File: src/design/synth_pkg.sv
/*
 * Shared types and constants for the MIDI pulse-wave voice.
 * Imported by every design module and by the testbench.
 */

package synth_pkg;

    // ----------------------------------------
    // Basic types
    // ----------------------------------------
    typedef logic signed [17:0] sample_t;
    typedef logic [23:0]        period_t;
    typedef logic [6:0]         note_t;
    typedef logic [2:0]         coef_idx_t;
    typedef logic [4:0]         pc_t;

    localparam int  EDGE_TAPS = 7;
    localparam pc_t PROG_LAST = 5'd20;

    // ----------------------------------------
    // MIDI
    // ----------------------------------------
    localparam logic [3:0] MIDI_CMD_NOTE_OFF = 4'h8;
    localparam logic [3:0] MIDI_CMD_NOTE_ON  = 4'h9;

    typedef struct packed {
        logic [3:0] cmd;
        logic [3:0] channel;
        note_t      data0;
        logic [6:0] data1;
    } midi_msg_t;

    // Amplitude is velocity at bits 15..9
    typedef struct packed {
        note_t   note;
        sample_t amplitude;
    } note_state_t;

    // ----------------------------------------
    // Micro-operation word
    // ----------------------------------------
    typedef struct packed {
        logic mov_i_0;
        logic inc_i;
        logic dec_i;
        logic jp_0;
        logic jp_2;
        logic jp_up_2;
        logic repeat_taps;
        logic wait_trig;
        logic mul_ai_ampl;
        logic out_pos;
        logic out_neg;
        logic clr_div_event;
        logic clr_note_changed;
    } uop_t;

    // ----------------------------------------
    // Tables
    // ----------------------------------------
    // Lowest octave, notes 0 to 11, in clock cycles
    localparam period_t BASE_PERIOD [12] = '{
        24'h5d5084, 24'h5813c2, 24'h532240, 24'h4e77c5,
        24'h4a1054, 24'h45e82b, 24'h41fbbc, 24'h3e47ac,
        24'h3ac8d3, 24'h377c32, 24'h345efa, 24'h316e80
    };

    // Edge ramp, 0 up to 1.0 in Q16
    localparam sample_t EDGE_COEF [EDGE_TAPS] = '{
        18'h00000, 18'h01dd0, 18'h05442, 18'h085fa,
        18'h0b974, 18'h0ed78, 18'h10000
    };

endpackage

File: src/design/edge_shape_ram.sv
/*
 * Scales the edge coefficients by the amplitude in a pipelined multiply
 * and stores the products in a seven-entry table with a combinational
 * read port. MUL_LATENCY counts cycles from issue to a readable entry.
 */

`timescale 1ns/1ps

module edge_shape_ram #(
    parameter int MUL_LATENCY = 3
) (
    input  logic                 clk,
    input  logic                 reset,
    input  logic                 i_mul_valid,
    input  synth_pkg::coef_idx_t i_mul_idx,
    input  synth_pkg::sample_t   i_amplitude,
    input  synth_pkg::coef_idx_t i_rd_idx,
    output synth_pkg::sample_t   o_rd_level
);
    import synth_pkg::*;

    // Operand stage, then product stages; the table write is the last step
    localparam int STAGES = MUL_LATENCY - 1;

    logic [STAGES-1:0]  vld_q;
    coef_idx_t          idx_q [STAGES];
    sample_t            coef_q;
    sample_t            ampl_q;
    logic signed [35:0] prod_q [STAGES-1];
    sample_t            table_q [EDGE_TAPS];

    always_ff @(posedge clk or posedge reset) begin
        if (reset) begin
            vld_q <= '0;
        end else begin
            vld_q <= {vld_q[STAGES-2:0], i_mul_valid};
        end
    end

    always_ff @(posedge clk) begin
        coef_q    <= EDGE_COEF[i_mul_idx];
        ampl_q    <= i_amplitude;
        idx_q[0]  <= i_mul_idx;
        prod_q[0] <= coef_q * ampl_q;
        for (int s = 1; s < STAGES; s++) begin
            idx_q[s] <= idx_q[s-1];
        end
        for (int s = 1; s < STAGES - 1; s++) begin
            prod_q[s] <= prod_q[s-1];
        end
        // Drop the Q16 fraction
        if (vld_q[STAGES-1]) begin
            table_q[idx_q[STAGES-1]] <= prod_q[STAGES-2][33:16];
        end
    end

    assign o_rd_level = table_q[i_rd_idx];

    // Sequencer must only issue products for existing entries
    a_mul_idx_range : assert property (
        @(posedge clk) disable iff (reset)
        i_mul_valid |-> ##(STAGES) (idx_q[STAGES-1] < EDGE_TAPS)
    );

endmodule

File: src/design/midi_note_tracker.sv
/*
 * Captures MIDI note-on and note-off messages and holds the current
 * note and amplitude. Pulses o_note_event one cycle after either command.
 */

`timescale 1ns/1ps

module midi_note_tracker (
    input  logic                   clk,
    input  logic                   reset,
    input  logic                   i_midi_rdy,
    input  synth_pkg::midi_msg_t   i_midi,
    output synth_pkg::note_state_t o_note,
    output logic                   o_note_event
);
    import synth_pkg::*;

    logic note_on;
    logic note_off;

    assign note_on  = i_midi_rdy && (i_midi.cmd == MIDI_CMD_NOTE_ON);
    assign note_off = i_midi_rdy && (i_midi.cmd == MIDI_CMD_NOTE_OFF);

    always_ff @(posedge clk or posedge reset) begin
        if (reset) begin
            o_note       <= '0;
            o_note_event <= 1'b0;
        end else begin
            o_note_event <= note_on || note_off;
            if (note_on) begin
                o_note.note      <= i_midi.data0;
                o_note.amplitude <= {2'b00, i_midi.data1, 9'h000};
            end else if (note_off) begin
                // Keep the pitch, silence the voice
                o_note.amplitude <= '0;
            end
        end
    end

endmodule

File: src/design/pitch_divider.sv
/*
 * Note-to-period divider. Wraps every period+1 cycles and raises a
 * period event that stays set until the sequencer acknowledges it.
 */

`timescale 1ns/1ps

module pitch_divider (
    input  logic             clk,
    input  logic             reset,
    input  synth_pkg::note_t i_note,
    input  logic             i_period_ack,
    output logic             o_period_event
);
    import synth_pkg::*;

    logic [3:0] semitone;
    logic [3:0] octave;
    period_t    period;
    period_t    cnt;
    logic       wrap;

    // One octave up halves the period
    always_comb begin
        semitone = 4'(i_note % 7'd12);
        octave   = 4'(i_note / 7'd12);
        period   = BASE_PERIOD[semitone] >> octave;
    end

    assign wrap = (cnt >= period);

    always_ff @(posedge clk or posedge reset) begin
        if (reset) begin
            cnt            <= '0;
            o_period_event <= 1'b0;
        end else begin
            cnt <= wrap ? '0 : cnt + 24'd1;
            if (wrap) begin
                o_period_event <= 1'b1;
            end else if (i_period_ack) begin
                o_period_event <= 1'b0;
            end
        end
    end

    a_period_nonzero : assert property (
        @(posedge clk) disable iff (reset) period != '0
    );

endmodule

File: src/design/pulse_gen_top.sv
/*
 * Top level of the pulse-wave voice. MIDI in, one signed sample per
 * accepted sample-rate trigger out.
 */

`timescale 1ns/1ps

module pulse_gen_top #(
    parameter int MUL_LATENCY = 3
) (
    input  logic                 clk,
    input  logic                 reset,
    input  logic                 i_midi_rdy,
    input  synth_pkg::midi_msg_t i_midi,
    input  logic                 i_sample_trig,
    output logic                 o_sample_valid,
    output synth_pkg::sample_t   o_sample
);
    import synth_pkg::*;

    note_state_t note;
    logic        note_event;
    logic        period_event;
    logic        period_ack;
    logic        mul_valid;
    coef_idx_t   idx;
    sample_t     level;

    midi_note_tracker u_tracker (
        .clk          (clk),
        .reset        (reset),
        .i_midi_rdy   (i_midi_rdy),
        .i_midi       (i_midi),
        .o_note       (note),
        .o_note_event (note_event)
    );

    pitch_divider u_divider (
        .clk            (clk),
        .reset          (reset),
        .i_note         (note.note),
        .i_period_ack   (period_ack),
        .o_period_event (period_event)
    );

    // Same index drives the product write and the level read
    edge_shape_ram #(
        .MUL_LATENCY (MUL_LATENCY)
    ) u_edge_ram (
        .clk         (clk),
        .reset       (reset),
        .i_mul_valid (mul_valid),
        .i_mul_idx   (idx),
        .i_amplitude (note.amplitude),
        .i_rd_idx    (idx),
        .o_rd_level  (level)
    );

    pulse_sequencer u_sequencer (
        .clk            (clk),
        .reset          (reset),
        .i_sample_trig  (i_sample_trig),
        .i_note_event   (note_event),
        .i_period_event (period_event),
        .i_level        (level),
        .o_mul_valid    (mul_valid),
        .o_idx          (idx),
        .o_period_ack   (period_ack),
        .o_sample_valid (o_sample_valid),
        .o_sample       (o_sample)
    );

endmodule

File: src/design/pulse_microcode.sv
/*
 * Waveform program ROM. Maps the program counter and the sequencer
 * status to one micro-operation word; all conditions live here.
 */

`timescale 1ns/1ps

module pulse_microcode (
    input  synth_pkg::pc_t  i_pc,
    input  logic            i_note_changed,
    input  logic            i_period_event,
    input  logic            i_idx_last,
    input  logic            i_idx_first,
    input  logic            i_idx_one,
    output synth_pkg::uop_t o_uop
);
    import synth_pkg::*;

    always_comb begin
        o_uop = '0;
        case (i_pc)
            // Restart, recompute table only on a new note
            5'd0: begin
                o_uop.mov_i_0          = 1'b1;
                o_uop.clr_note_changed = i_note_changed;
                o_uop.jp_2             = !i_note_changed;
            end
            5'd1: begin
                o_uop.repeat_taps = 1'b1;
                o_uop.mul_ai_ampl = 1'b1;
                o_uop.mov_i_0     = i_idx_last;
                o_uop.inc_i       = !i_idx_last;
            end

            // ----------------------------------------
            // Positive half
            // ----------------------------------------
            5'd2, 5'd5, 5'd8, 5'd11, 5'd14, 5'd17: begin
                o_uop.wait_trig = 1'b1;
            end
            5'd3, 5'd6, 5'd9: begin
                o_uop.out_pos = 1'b1;
            end
            5'd4, 5'd13: begin
                o_uop.inc_i   = !i_idx_last;
                o_uop.jp_up_2 = !i_idx_last;
            end
            5'd7, 5'd16: begin
                // Hold until the divider wraps
                o_uop.jp_up_2       = !i_period_event;
                o_uop.clr_div_event = i_period_event;
            end
            5'd10: begin
                o_uop.dec_i   = !i_idx_first;
                o_uop.jp_up_2 = !i_idx_first;
                o_uop.inc_i   = i_idx_first;
            end

            // ----------------------------------------
            // Negative half
            // ----------------------------------------
            5'd12, 5'd15, 5'd18: begin
                o_uop.out_neg = 1'b1;
            end
            5'd19: begin
                o_uop.dec_i   = !i_idx_one;
                o_uop.jp_up_2 = !i_idx_one;
            end

            default: begin
                o_uop.jp_0 = 1'b1;
            end
        endcase
    end

endmodule

File: src/design/pulse_sequencer.sv
/*
 * Microcoded sequencer. Steps the program counter, index register and
 * repeat counter from the ROM word, keeps the note-changed flag and
 * registers the signed output sample.
 */

`timescale 1ns/1ps

module pulse_sequencer (
    input  logic                 clk,
    input  logic                 reset,
    input  logic                 i_sample_trig,
    input  logic                 i_note_event,
    input  logic                 i_period_event,
    input  synth_pkg::sample_t   i_level,
    output logic                 o_mul_valid,
    output synth_pkg::coef_idx_t o_idx,
    output logic                 o_period_ack,
    output logic                 o_sample_valid,
    output synth_pkg::sample_t   o_sample
);
    import synth_pkg::*;

    pc_t       pc;
    uop_t      uop;
    coef_idx_t rep_cnt;
    logic      rep_busy;
    logic      note_changed;
    logic      hold;

    pulse_microcode u_microcode (
        .i_pc           (pc),
        .i_note_changed (note_changed),
        .i_period_event (i_period_event),
        .i_idx_last     (o_idx == coef_idx_t'(EDGE_TAPS - 1)),
        .i_idx_first    (o_idx == 3'd0),
        .i_idx_one      (o_idx == 3'd1),
        .o_uop          (uop)
    );

    // Repeat runs EDGE_TAPS cycles on the same pc
    assign rep_busy = uop.repeat_taps && (rep_cnt != coef_idx_t'(EDGE_TAPS - 1));
    assign hold     = (uop.wait_trig && !i_sample_trig) || rep_busy;

    assign o_mul_valid  = uop.mul_ai_ampl;
    assign o_period_ack = uop.clr_div_event;

    // ----------------------------------------
    // Program counter and index
    // ----------------------------------------
    always_ff @(posedge clk or posedge reset) begin
        if (reset) begin
            pc      <= '0;
            o_idx   <= '0;
            rep_cnt <= '0;
        end else begin
            if (uop.jp_0) begin
                pc <= 5'd0;
            end else if (uop.jp_2) begin
                pc <= 5'd2;
            end else if (uop.jp_up_2) begin
                pc <= pc - 5'd2;
            end else if (!hold) begin
                pc <= pc + 5'd1;
            end

            if (uop.mov_i_0) begin
                o_idx <= '0;
            end else if (uop.inc_i) begin
                o_idx <= o_idx + 3'd1;
            end else if (uop.dec_i) begin
                o_idx <= o_idx - 3'd1;
            end

            rep_cnt <= rep_busy ? rep_cnt + 3'd1 : '0;
        end
    end

    // Set wins over the clear from pc 0
    always_ff @(posedge clk or posedge reset) begin
        if (reset) begin
            note_changed <= 1'b1;
        end else if (i_note_event) begin
            note_changed <= 1'b1;
        end else if (uop.clr_note_changed) begin
            note_changed <= 1'b0;
        end
    end

    // ----------------------------------------
    // Output sample
    // ----------------------------------------
    always_ff @(posedge clk or posedge reset) begin
        if (reset) begin
            o_sample_valid <= 1'b0;
            o_sample       <= '0;
        end else begin
            o_sample_valid <= uop.out_pos || uop.out_neg;
            if (uop.out_pos) begin
                o_sample <= i_level;
            end else if (uop.out_neg) begin
                o_sample <= -i_level;
            end
        end
    end

    a_pc_range : assert property (
        @(posedge clk) disable iff (reset) pc <= PROG_LAST
    );

endmodule

File: config.mk
export PLATFORM = sky130hd
export DESIGN_NAME = pulse_gen_top
export DESIGN_NICKNAME = d
export VERILOG_FILES = /design/src/design/synth_pkg.sv /design/src/design/edge_shape_ram.sv /design/src/design/midi_note_tracker.sv /design/src/design/pitch_divider.sv /design/src/design/pulse_gen_top.sv /design/src/design/pulse_microcode.sv /design/src/design/pulse_sequencer.sv
export SDC_FILE = /design/constraint.sdc
export NUM_CORES = 1
export LEC_CHECK = 0
export CAP_MARGIN = 10
export CORE_MARGIN = 4
export CORE_UTILIZATION = 55
export CTS_BUF_LIST = sky130_fd_sc_hd__clkbuf_4 sky130_fd_sc_hd__clkbuf_8 sky130_fd_sc_hd__clkbuf_16
export DETAILED_ROUTE_END_ITERATION = 8
export DONT_BUFFER_PORTS = 1
export MAX_ROUTING_LAYER = met4
export PLACE_DENSITY_LB_ADDON = 0.05
export SETUP_SLACK_MARGIN = 0.15
export SLEW_MARGIN = 40
export SYNTH_ARGS = -nofsm -noshare
export SYNTH_HDL_FRONTEND = slang
export SYNTH_SLANG_ARGS = --single-unit
File: constraint.sdc
create_clock -name clk -period 9.55 [get_ports clk]
set_clock_uncertainty 0.1 [all_clocks]
set_input_delay 1.4325 -clock clk [delete_from_list [all_inputs] [get_ports clk]]
set_output_delay 1.4325 -clock clk [all_outputs]
set_load 0.005 [all_outputs]
Word level (Yosys, flattened, before mapping)

Memory sizes are Yosys's and may differ from the RTL's. A register that Yosys moved wholly into a read port is not among the register bits.
Cells that the tools add are included.

Register bits after elaboration: 102
Latch bits: 0
Memory bits (writable): 168
Memory bits (read-only): 528
Input bits: 26
Output and inout port bits: 19
Word-level logic and storage cells: 117
Memories kept: 5

Add/sub/neg operators: 7
Multiply operators: 1
Divide/modulo/power cells: 2
Magnitude comparators: 2
Equal/unequal tests: 25
Shift operators: 1
Muxes and demuxes: 32
Bitwise gates (word level): 2
Reduce and logical (&&, ||, !) cells: 27

Memory list:

| name               | words | bits a word | read ports | clocked after Yosys merged registers in | write ports | RTL line             | source |
|---|---|---|---|---|---|---|---|
| (no name shown)    | 16    | 24          | 1          | 0                                       | 0           | pitch_divider.sv:27  | `period = BASE_PERIOD[semitone] >> octave;` |
| (no name shown)    | 8     | 18          | 1          | 1                                       | 0           | edge_shape_ram.sv:41 | `coef_q <= EDGE_COEF[i_mul_idx];` |
| u_edge_ram.table_q | 7     | 18          | 1          | 0                                       | 1           | edge_shape_ram.sv:30 | `sample_t table_q [EDGE_TAPS];` |
| u_edge_ram.prod_q  | 1     | 36          | 1          | 0                                       | 1           | edge_shape_ram.sv:29 | `logic signed [35:0] prod_q [STAGES-1];` |
| u_edge_ram.idx_q   | 2     | 3           | 2          | 0                                       | 2           | edge_shape_ram.sv:26 | `coef_idx_t idx_q [STAGES];` |

Operators by type and width:

| kind                                                            | number |
|---|---|
| 18-bit two-way mux                                              | 4 |
| 24-bit two-way mux                                              | 3 |
| 5-bit by 4-bit == test with 1-bit output, second input constant | 8 |
| 18-bit by 18-bit multiplier with 36-bit output                  | 1 |
| 24-bit by 1-bit adder with 24-bit output, second input constant | 1 |
| 24-bit >= comparator                                            | 1 |
| 24-bit by 4-bit >> shifter with 24-bit output                   | 1 |
| 5-bit by 3-bit == test with 1-bit output, second input constant | 4 |
| 5-bit == test, second input constant                            | 4 |
| 5-bit two-way mux                                               | 4 |
| 20-bit OR reduction                                             | 1 |
| 18-bit negation                                                 | 1 |
| 1-bit two-way mux                                               | 13 |
| 3-bit two-way mux                                               | 4 |
| 5-bit by 2-bit == test with 1-bit output, second input constant | 2 |
| 3-bit OR reduction                                              | 3 |
| 4-bit == test, second input constant                            | 2 |
| 2-bit nonzero test                                              | 4 |
| 7-bit by 4-bit divider with 7-bit output, second input constant | 1 |
| 7-bit by 4-bit modulo with 7-bit output, second input constant  | 1 |
| 3-bit by 1-bit adder with 3-bit output, second input constant   | 2 |
| 1-bit logical NOT                                               | 6 |
| 1-bit case mux with 2 select lines                              | 3 |
| 6-bit OR reduction                                              | 1 |
| 18 further kinds                                                | 24 |

Logic depth before layout (Yosys ltp)

Gate-level depths: netlist (run 1).

Depth in word-level cells: 9
Mapped depth: 24

Modules after synthesis

From an unflattened synthesis (run 1), not the netlist that was laid out.

Cells, all modules: 2297
Area total of the unflattened synthesis: 22769.3 µm²

By module, submodules not included:

| module            | times used | cells an instance | area each (µm²) | seq. area each (µm²) |
|---|---|---|---|---|
| edge_shape_ram    | 1          | 1333              | 15127.0         | 4934.7 |
| pitch_divider     | 1          | 635               | 4664.5          | 625.6 |
| pulse_sequencer   | 1          | 218               | 1925.6          | 777.0 |
| midi_note_tracker | 1          | 61                | 725.7           | 375.4 |
| pulse_microcode   | 1          | 50                | 326.6           | 0.0 |

Worst setup path before layout (run 1)

OpenSTA, ideal clock, no wires.

Path type: reg2reg
Start point: reg u_edge_ram.ampl_q[11]
End point: mem u_edge_ram.prod_q[0][33]
Setup time: 0.152 ns
Arrival: 4.932 ns
Required time: 9.298 ns
Path slack: 4.367 ns
Stages on the path, launching flop included: 19
Period minus slack after synthesis: 5.183 ns
Path through: dfxtp_1 -> clkbuf_1 -> nand2_1 -> fa_1 -> fa_1 -> fa_1 -> fa_1 -> inv_1 -> ha_1 -> ha_1 -> ha_1 -> a211oi_1 -> nor2_1 -> o21ai_0 -> a21oi_1 -> o41ai_1 -> o211ai_1 -> nand2_1 -> o311ai_0

Word-level cells in the longest chain between the ends: 1

RTL lines:

| item                                           | RTL line             | source |
|---|---|---|
| from (decl)                                    | edge_shape_ram.sv:28 | `sample_t ampl_q;` |
| from (signal assigned)                         | edge_shape_ram.sv:42 | `ampl_q <= i_amplitude;` |
| 18-bit by 18-bit multiplier with 36-bit output | edge_shape_ram.sv:44 | `prod_q[0] <= coef_q * ampl_q;` |
| to (decl)                                      | edge_shape_ram.sv:29 |  |

Every way passes these cells.

Worst setup path after layout (run 1)

Start point: reg, netlist name u_tracker.o_note[18]
End point: reg u_divider.cnt[0]

Word-level cells in the longest chain between the ends: 8
Elaborated cells between the ends (all ways): 9

RTL lines:

| item                                                   | RTL line            | source |
|---|---|---|
| 7-bit by 4-bit modulo with 7-bit output                | pitch_divider.sv:25 | `semitone = 4'(i_note % 7'd12);` |
| 4-bit inverter with 5-bit output (implied by the code) | pitch_divider.sv:27 |  |
| memory 16 x 24 bit                                     | --                  |  |
| 24-bit two-way mux (implied by the code) (2 in a row)  | pitch_divider.sv:27 |  |
| 24-bit by 4-bit >> shifter with 24-bit output *        | pitch_divider.sv:27 |  |
| 24-bit >= comparator *                                 | pitch_divider.sv:30 | `assign wrap = (cnt >= period);` |
| 24-bit two-way mux *                                   | pitch_divider.sv:37 | `cnt <= wrap ? '0 : cnt + 24'd1;` |
| to (signal assigned)                                   | pitch_divider.sv:37 |  |
| to (decl)                                              | pitch_divider.sv:20 | `period_t cnt;` |

Mark *: on every way between the ends. The rest lies on a longest branch, timed or not. The select of a mux whose other input is x is not followed.
A chain may end at the register's enable or synchronous reset.

==> impl_metrics.yaml, run 1 <==
floorplan:
  die_x_um: 181
  dieArea_um2: 32800
  std_cell_rows: 63
  start_util_pct: 55.7
  ioPinCount: 45
  fp.coreArea_um2: 29600
  die_h_um: 181
worst_setup_path:
  path_buf_inv: 2
  cp_slowest_stage_delay_ps: 770
  critical-path-top-delay-family: "compound AO/OA/AOI/OAI gates"
  crit_path_end_kind: "register"
  path_class: "register to register"
  arrival_ps: 6220
  critPathRequiredTime_ps: 9860
  critPathMaxFanout: 25
  worst_setup_path_start_kind: "register"
  worstPathCellList: "clkinv_1 > ha_1 > nor4b_1 > a311oi_1 > o22ai_1 > nor3_2 > mux2i_1 > mux2i_1 > o221ai_1 > ha_1 > nand2b_1 > a21o_1 > a21o_1 > a211oi_1 > o21bai_1 > a31oi_1 > o21ai_1 > buf_4 > a2111oi_0"
  cp_slowest_cell: "dfrtp_1"
pwr:
  power_switching_mw: 2.03
  sw_frac_of_total_pct: 41.6
  ir_worst_vdd_mv: 0.191
  p_per_area_nw_per_um2: 275
  finalPower_mw: 4.89
  pwr-share-clk_pct: 21.3
  internal_power_mw: 2.86
  p_leak_nw: 7.70
  combPwrFrac_pct: 47.2
  p_seq_share_pct: 31.6
timing:
  fin_crit_ps: 5910
  finalCritPeriodShare_pct: 61.9
  maxSlewHeadroom_pct: 44.6
  slew_violations: 0
  rsz0062_at_grt: "no"
  finalSetupViolations: 0
  tightestPinTransition_ps: 823
  hold_violations: 0
  timing.fmax_mhz: 169
  finalSetupTns_ps: 0
cts:
  cts_buffers: 27
  clkSlewWorstSetupHoldPaths_ps: 70
  htreeDepth: 1
  clock_latency_ps: 540
  cts-root-buf: "clkbuf_16"
  cts_resized: 0
  post_cts_buffers: 0
  holdBufCountCts: 0
  cts.sinks: 243
  clockBufferDepth: 3
  cts_tree: "yes"
yosys:
  syn-num-nets: 1827
  syn-cell-area_um2: 16500
  synthCells: 1606
  ys.flop_type: "edfxtp_1"
  synth_cell_types: 86
  synth_edf_count: 126
  ys_seq_area_share_pct: 39.4
  synthTopCellsByCount: "nand2_1 (172), ha_1 (129), inv_1 (127)"
  synth_most_common_cell: "nand2_1"
  synth_top_area_share_pct: 23.0
  synth_top_area_cell: "edfxtp_1"
  synth_seq_cells: 243
  synthTopCellsByArea: "edfxtp_1 (23%), dfrtp_1 (11%), ha_1 (9.8%)"
  syn_avg_cell_area_um2: 10.3
  synthArstFlopShare_pct: 30.0
  yosysWarnings: 0
min_path:
  hp-class: "register to register"
place:
  place_congestion: 0.908
  portBuffers: 0
  hpwl_um: 26100
routing:
  viasPerCell: 5.88
  drt_iter0_drc: 937
  antenna_left: 0
  first_pass_iters: 5
  wl_per_cell_um: 18.4
  post-route-drc-count: 0
  dr_total_vias: 11700
  routed_wl_um: 36700
finish:
  layout-drive-gt1-share_pct: 9.06
  antenna_cells: 0
  n_fill_cell: 2558
  fin_nets: 1801
  syn2layout_area_growth_pct: 7.76
global_routing:
  grt_usage_pct: 23.3
  grt_pass1_wl_um: 61500
  overflow: 0
  grt_pass1_vias: 11500
  antenna_found_initial: 0
  grt_max_degree: 74
flow_run:
  drv_cap: 0
run_status:
  status: "complete, no violations"
per-layer routing:
layer | vias to the layer above | part of all wire [%] | wire [um] | GRT usage (%)
met5 | - | 0 | 0 | -
met2 | 327 | 44 | 16100 | 34.5
met3 | 48 | 5.5 | 2030 | 3.18
li1 | 5677 | - | - | -
met1 | 5663 | 49 | 17900 | 34.9
met4 | 0 | 1.7 | 620 | 4.17
registers in the layout, summed over array words and instances (netlist names):
| name | cells |
|---|---|
| u_sequencer.rep_cnt | 3 |
| u_edge_ram.prod_q | 18 |
| u_tracker.o_note_event | 1 |
| u_sequencer.o_idx | 3 |
| u_edge_ram.ampl_q | 7 |
| u_edge_ram.table_q | 126 |
| u_sequencer.o_sample | 18 |
| u_edge_ram.idx_q | 6 |
| u_tracker.o_note | 14 |
| u_edge_ram.vld_q | 2 |
| u_edge_ram.coef_q | 13 |
| u_sequencer.o_sample_valid | 1 |
| u_divider.o_period_event | 1 |
| u_sequencer.pc | 5 |
| u_divider.cnt | 24 |
| u_sequencer.note_changed | 1 |
power by group through the flow:
| stage | sequential, mW | combinational, mW | clock, mW |
|---|---|---|---|
| after floorplan | 1.45 | 1.81 | 0 |
| after global placement | 1.56 | 2.26 | 0 |
| after detailed placement | 1.57 | 2.28 | 0 |
| after CTS | 1.55 | 2.30 | 1.06 |
| after global routing | 1.58 | 2.61 | 1.11 |
| final | 1.54 | 2.30 | 1.04 |
stage by stage:
stage               hold WS, ps  std cells  worst slack (ps)  area, um^2  util, %
floorplan                   210       1606              4370       16500        -
global placement            211       1940              3370       16800     56.9
detailed placement          212       1941              3730       16800     56.9
CTS                         214       1991              3680       17700     60.0
global route                218       1991              3220       17800     60.1
finish                      213       1991              3640       17800     60.1
cells by family after synthesis:
group | share of synthesized area (%)
and+or+nand+nor | 14.3
adders and majority gates | 17.8
buffers and inverters | 4.95
AOI/OAI and AO/OA | 13.6
muxes | 6.42
xor gates and xnor gates | 3.50
DFF | 39.4
placed cells by master, fill, tap and decap left out, drive strengths merged, types with 44 or more instances in the layout:
cell / count
a21oi: 85
and2: 64
dfrtp: 72
dfxtp: 44
edfxtp: 126
fa: 66
ha: 129
inv: 128
nand2: 172
nor2: 75
o21ai: 86
xnor2: 47
final timing paths:
path	from	end	slack, ps	cells after the start
max in group asynchronous	reset	u_tracker.o_note[22]$_DFFE_PP0P_	7980	2
max reg2reg	u_tracker.o_note[18]$_DFFE_PP0P_	u_divider.cnt[0]$_DFF_PP0_	3640	19
min in group asynchronous	reset	u_tracker.o_note[19]$_DFFE_PP0P_	850	2
max	u_tracker.o_note[18]$_DFFE_PP0P_	u_divider.cnt[0]$_DFF_PP0_	3640	19
min	u_edge_ram.idx_q[0][1]$_DFF_P_	u_edge_ram.idx_q[0][4]$_DFF_P_	210	0
min reg2reg	u_edge_ram.idx_q[0][1]$_DFF_P_	u_edge_ram.idx_q[0][4]$_DFF_P_	210	0
final cells by class:
type | instances | area, um^2 | area share [%]
clock buffers | 36 | 792 | 4.46
clock inverters | 14 | 124 | 0.698
inverters | 132 | 497 | 2.80
multi-input cells | 1157 | 9210 | 51.9
flip-flops and latches | 243 | 6500 | 36.6
well taps | 390 | 488 | 2.75
repair buffers | 19 | 144 | 0.810
(Power assumes the default switching activity.)
==> inputs of run 2 (changes only) <==
==> constraint.sdc (replaced) <==
create_clock -name clk -period 5.9 [get_ports clk]
set_clock_uncertainty 0.1 [all_clocks]
set_input_delay 0.885 -clock clk [delete_from_list [all_inputs] [get_ports clk]]
set_output_delay 0.885 -clock clk [all_outputs]
set_load 0.005 [all_outputs]
==> run 2 against run 1 <==
Effect of this change:
- sequential power grew 64%
- first-iteration DRC count is 15% lower
- sequential cell count did not move
==> impl_metrics.yaml, run 2 (synthesis gave the netlist of run 1 again) <==
worst_setup_path:
  path_class: "register to register"
  worst-r2r-cell-count: 18
  rr_endpoint: "u_edge_ram.prod_q[0][33]$_DFF_P_"
  critical-path-top-delay-family: "adder cells"
  cp_slowest_stage_delay_ps: 550
  reg2reg_from: "u_edge_ram.coef_q[6]$_DFF_P_"
  critPathRequiredTime_ps: 6170
  worstPathCellList: "nand2_1 > fa_1 > fa_1 > fa_1 > fa_1 > inv_1 > ha_1 > ha_1 > ha_1 > a211oi_1 > nor2_1 > o21ai_0 > a21oi_1 > o41ai_1 > buf_4 > o211ai_1 > nand2_1 > o311ai_0"
  arrival_ps: 5730
  r2r_slack_ps: 440
  cp_slowest_cell: "fa_1"
  path_buf_inv: 2
  crit_path_end_kind: "register"
  worst_path_most_repeated_cell: "fa_1"
  worst_setup_path_start_kind: "register"
  critPathMaxFanout: 7
timing:
  maxSlewHeadroom_pct: 41.1
  finalSetupViolations: 0
  fin_crit_ps: 5460
  tightestPinTransition_ps: 861
  finalSetupTns_ps: 0
  timing.fmax_mhz: 183
  rsz0062_at_grt: "no"
  fin_ws_ps: 443
  finalCritPeriodShare_pct: 92.5
  hold_violations: 0
  slew_violations: 0
min_path:
  hp-class: "register to register"
  min_from: "u_edge_ram.idx_q[0][1]$_DFF_P_"
  hold_end: "u_edge_ram.idx_q[0][4]$_DFF_P_"
  min_path_cells: 0
routing:
  routed_wl_um: 37000
  routedLengthMet1_um: 18400
  viasPerCell: 5.86
  post-route-drc-count: 0
  first_pass_iters: 5
  antenna_left: 0
  drt_iter0_drc: 793
  wl_met3_um: 1850
  dr_total_vias: 11800
  wl_met2_um: 16300
  highest_layer: "met4"
  wl_per_cell_um: 18.4
place:
  place_congestion: 0.894
  hpwl_um: 26900
  place_area_um2: 17000
  preCtsSetupSlack_ps: 326
  portBuffers: 0
cts:
  clockBufferDepth: 3
  cts.sinks: 243
  cts-root-buf: "clkbuf_16"
  holdBufCountCts: 0
  cts_tree: "yes"
  htreeDepth: 1
  post_cts_buffers: 0
  clkSlewWorstSetupHoldPaths_ps: 60
  clock_latency_ps: 530
  cts_buffers: 27
finish:
  final_common_cell: "nand2_1"
  final_cell_mix: "nand2_1 (170), ha_1 (129), inv_1 (126), edfxtp_1 (126), a21oi_1 (82)"
  largest_register_ffs: 126
  stdcell_area_um2: 17900
  syn2layout_area_growth_pct: 8.68
  layout-drive-gt1-share_pct: 10.6
  fin_nets: 1818
  antenna_cells: 0
floorplan:
  fp.coreArea_um2: 29600
  dieArea_um2: 32800
  start_util_pct: 55.7
  std_cell_rows: 63
  ioPinCount: 45
  die_x_um: 181
  die_h_um: 181
global_routing:
  overflow: 0
  antenna_found_initial: 0
  grt_pass1_vias: 11500
  grt_pass1_wl_um: 61300
  grt_max_degree: 74
  grt_usage_pct: 23.3
pwr:
  ir_worst_vdd_mv: 0.264
  sw_frac_of_total_pct: 41.4
  internal_power_mw: 4.68
  p_leak_nw: 7.78
  power_switching_mw: 3.31
  p_seq_share_pct: 31.5
  combPwrFrac_pct: 47.3
  p_per_area_nw_per_um2: 446
  pwr-share-clk_pct: 21.2
run_status:
  status: "complete, no violations"
flow_run:
  drv_cap: 0
==> run 2: changes by cell type in the layout (fill, tap and decap cells not counted), moves of 2 or more <==
cell,before,now
nand2_2,0,2
nand2_1,172,170
inv_6,1,4
clkinv_2,7,5
buf_4,17,34
dfrtp_1,69,67
clkbuf_4,3,5
dfxtp_2,0,6
dfxtp_1,44,38
nor2_4,2,4
nor2_2,3,1
==> run 2: stage by stage <==
stage	util (%)	hold WS [ps]	total power, mW	cells
final	60.6	225	7.99	2008
after global routing	60.6	231	8.64	2008
after CTS	60.5	227	8.02	2008
after detailed placement	57.4	214	6.28	1958
after global placement	57.3	212	6.24	1957
after floorplan	-	210	5.28	1606
==> run 2: cell type report <==
| cell class | count | area, um^2 |
|---|---|---|
| clock buffer | 36 | 768 |
| clock inverter | 14 | 141 |
| fill | 2486 | 11700 |
| inverter | 132 | 497 |
| multi-input combinational | 1157 | 9230 |
| sequential | 243 | 6510 |
| tap | 390 | 488 |
| timing repair buffer | 36 | 270 |
==> run 2: routing by layer <==
layer | vias up | GRT usage, %
li1 | 5700 | -
met1 | 5745 | 34.5
met2 | 275 | 35.3
met3 | 45 | 3.42
met4 | 0 | 3.45
met5 | - | -
==> run 2: repair_timing <==
item	in CTS	in global routing
hold endpoints to repair	0	0
resized for setup	0	15
setup endpoints to repair	0	8
==> run 2: worst max-delay path by stage <==
stage                                             start  cells past startpoint                                to  slack [ps]
after floorplan           u_edge_ram.ampl_q[11]$_DFF_P_                     18  u_edge_ram.prod_q[0][33]$_DFF_P_         720
after global placement    u_edge_ram.ampl_q[12]$_DFF_P_                     19  u_edge_ram.prod_q[0][33]$_DFF_P_         400
after detailed placement  u_edge_ram.ampl_q[12]$_DFF_P_                     19  u_edge_ram.prod_q[0][33]$_DFF_P_         330
after CTS                 u_edge_ram.ampl_q[12]$_DFF_P_                     19  u_edge_ram.prod_q[0][33]$_DFF_P_         300
after global routing       u_edge_ram.coef_q[6]$_DFF_P_                     18  u_edge_ram.prod_q[0][33]$_DFF_P_         150
final                      u_edge_ram.coef_q[6]$_DFF_P_                     18  u_edge_ram.prod_q[0][33]$_DFF_P_         440
==> run 2: power groups by stage <==
stage | clock network, mW | registers [mW] | logic (mW)
finish | 1.69 | 2.52 | 3.78
global route | 1.81 | 2.58 | 4.26
CTS | 1.73 | 2.52 | 3.76
detailed placement | 0 | 2.56 | 3.73
global placement | 0 | 2.54 | 3.70
floorplan | 0 | 2.35 | 2.92
==> inputs of run 3 (changes only) <==
--- a/config.mk
+++ b/config.mk
@@ -5,6 +5,7 @@
 export SDC_FILE = /design/constraint.sdc
 export NUM_CORES = 1
 export LEC_CHECK = 0
+export ABC_AREA = 1
 export CAP_MARGIN = 10
 export CORE_MARGIN = 4
 export CORE_UTILIZATION = 55
==> run 3 against run 2 <==
Effect of this change:
- register-to-register slack improved by 20 ps
- final cell count rose by 8.9%
- total power rose by 1.6%
- worst hold slack improved by 0.85 ps
- maximum frequency rose by 0.28%
- critical path depth rose by 1
- sequential cell count did not move
- critical endpoint is now u_edge_ram.prod_q[0][28]$_DFF_P_
- highest routed layer unchanged
==> impl_metrics.yaml, run 3 <==
finish:
  layout-drive-gt1-share_pct: 6.03
  final_cell_mix: "nand2_1 (369), inv_1 (260), nor2_1 (166)"
  n_fill_cell: 2525
  largest_register_ffs: 126
  antenna_cells: 0
  fin_nets: 2009
  stdcell_area_um2: 16900
  final_common_cell: "nand2_1"
  post-route-util_pct: 60.5
  syn2layout_area_growth_pct: 8.12
timing:
  timing.fmax_mhz: 184
  slew_violations: 0
  tightestPinTransition_ps: 662
  hold_violations: 0
  fin_crit_ps: 5440
  maxSlewHeadroom_pct: 55.8
  holdWs_ps: 226
  finalSetupTns_ps: 0
  finalSetupViolations: 0
  finalCritPeriodShare_pct: 92.2
  rsz0062_at_grt: "no"
yosys:
  synth_top_area_share_pct: 24.2
  synth_top_area_cell: "edfxtp_1"
  synthTopCellsByArea: "edfxtp_1 (24%), dfrtp_1 (12%), ha_1 (10%)"
  synth_edf_count: 126
  synthTopCellsByCount: "nand2_1 (369), inv_1 (261), nor2_1 (166)"
  synth_most_common_cell: "nand2_1"
  synth_cell_types: 53
  synthArstFlopShare_pct: 30.0
  yosysWarnings: 0
  syn-num-nets: 2019
  synthCells: 1798
  synth_seq_cells: 243
  ys.flop_type: "edfxtp_1"
  syn-cell-area_um2: 15600
  ys_seq_area_share_pct: 41.5
  syn_avg_cell_area_um2: 8.69
worst_setup_path:
  critPathMaxFanout: 13
  crit_path_end_kind: "register"
  cp_slowest_cell: "dfxtp_1"
  path_class: "register to register"
  cp_slowest_stage_delay_ps: 580
  worst_path_most_repeated_cell: "fa_1"
  critPathRequiredTime_ps: 6260
  worstPathCellList: "nand2_1 > fa_1 > fa_1 > fa_1 > fa_1 > inv_1 > ha_1 > ha_1 > fa_1 > nand3_1 > nand2_1 > a21boi_0 > o21bai_1 > a21oi_1 > o21ai_0 > a21oi_1 > nor2_1 > nor2_1 > xnor2_1"
  arrival_ps: 5800
  worst_setup_path_start_kind: "register"
cts:
  cts_tree: "yes"
  cts_buffers: 27
  clkSlewWorstSetupHoldPaths_ps: 60
  clockBufferDepth: 3
  htreeDepth: 1
  cts_resized: 0
  holdBufCountCts: 0
  clock_latency_ps: 550
  cts-root-buf: "clkbuf_16"
  cts.sinks: 243
  post_cts_buffers: 0
floorplan:
  dieArea_um2: 31200
  die_h_um: 177
  ioPinCount: 45
  start_util_pct: 56.0
  die_x_um: 177
  fp.coreArea_um2: 27900
  std_cell_rows: 61
routing:
  first_pass_iters: 5
  drt_iter0_drc: 827
  dr_total_vias: 11700
  viasPerCell: 5.37
  routed_wl_um: 34300
  antenna_left: 0
  post-route-drc-count: 0
  wl_per_cell_um: 15.7
place:
  place_congestion: 0.929
  portBuffers: 0
  hpwl_um: 24600
  place_area_um2: 15900
run_status:
  status: "complete, no violations"
global_routing:
  grt_pass1_vias: 11300
  grt_max_degree: 74
  grt_usage_pct: 22.8
  antenna_found_initial: 0
  overflow: 0
  grt_pass1_wl_um: 56700
flow_run:
  drv_cap: 0
min_path:
  hp-class: "register to register"
pwr:
  p_per_area_nw_per_um2: 480
  ir_worst_vdd_mv: 0.352
  p_leak_nw: 8.33
## run 3: changes by cell type after synthesis, moves of 19 or more
| cell | delta |
|---|---|
| mux2_2 | -23 |
| mux4_2 | -19 |
| xnor2_1 | -34 |
| inv_1 | +134 |
| mux2i_1 | -37 |
| clkbuf_1 | -24 |
| nand3_1 | +105 |
| and2_1 | -63 |
| a21oi_1 | -20 |
| nor2_1 | +92 |
| nand2_1 | +197 |
## run 3: layer usage
metal	track usage, %	up-vias	share of wire [%]
met5	-	-	0
met4	5.19	0	2.1
met3	2.31	51	4.4
met2	37.0	288	46
met1	31.5	5563	47
li1	-	5841	-
## run 3: power by group
group / internal [mW] / total, mW / switching (mW)
Combinational: 1.32 / 3.83 / 2.50
Sequential: 2.19 / 2.54 / 0.351
Clock: 1.06 / 1.75 / 0.684
## run 3: logic make-up after synthesis
group	count (synthesis)	synth area share, %
xor gates and xnor gates	43	2.41
AOI/OAI and AO/OA	236	8.36
DFF	243	41.5
and+or+nand+nor	751	20.4
buffers and inverters	330	8.55
adders and majority gates	195	18.8
## run 3: path summary, 6_finish.rpt
kind	startpoint	to	slack, ps	cells past startpoint
worst max register to register	u_edge_ram.ampl_q[11]$_DFF_P_	u_edge_ram.prod_q[0][28]$_DFF_P_	460	19
min in group asynchronous	reset	u_sequencer.pc[4]$_DFFE_PP0P_	280	2
max in group asynchronous	reset	u_sequencer.o_idx[0]$_DFFE_PP0P_	4930	2
worst min-delay path	u_edge_ram.idx_q[0][0]$_DFF_P_	u_edge_ram.idx_q[0][3]$_DFF_P_	230	0
worst min register to register	u_edge_ram.idx_q[0][0]$_DFF_P_	u_edge_ram.idx_q[0][3]$_DFF_P_	230	0
worst max-delay path	u_edge_ram.ampl_q[11]$_DFF_P_	u_edge_ram.prod_q[0][28]$_DFF_P_	460	19
## run 3: layout make-up
| cell class | count | area, um^2 | share of cell area, % |
|---|---|---|---|
| Clock buffer | 34 | 728 | 4.31 |
| Clock inverter | 16 | 214 | 1.27 |
| Inverter | 272 | 1020 | 6.05 |
| Multi-Input combinational cell | 1225 | 7820 | 46.3 |
| Sequential cell | 243 | 6490 | 38.4 |
| Tap cell | 378 | 473 | 2.80 |
| Timing Repair Buffer | 19 | 150 | 0.888 |
## run 3: per-stage QoR
step                setup WS (ps)  std cells  total power, mW
finish                        458       2187             8.12
global route                  169       2187             8.87
detailed placement            409       2136             6.37
floorplan                     659       1798             5.45
CTS                           407       2186             8.17
global placement              459       2136             6.32
## run 3: critical path, delay by kind of cell, from the launching register on
kind / cells / cell delay, ps
adders and majority gates: 7 / 3140
AOI/OAI and AO/OA: 5 / 860
DFF: 1 / 580
and+or+nand+nor: 5 / 500
xor gates and xnor gates: 1 / 120
buffers and inverters: 1 / 40
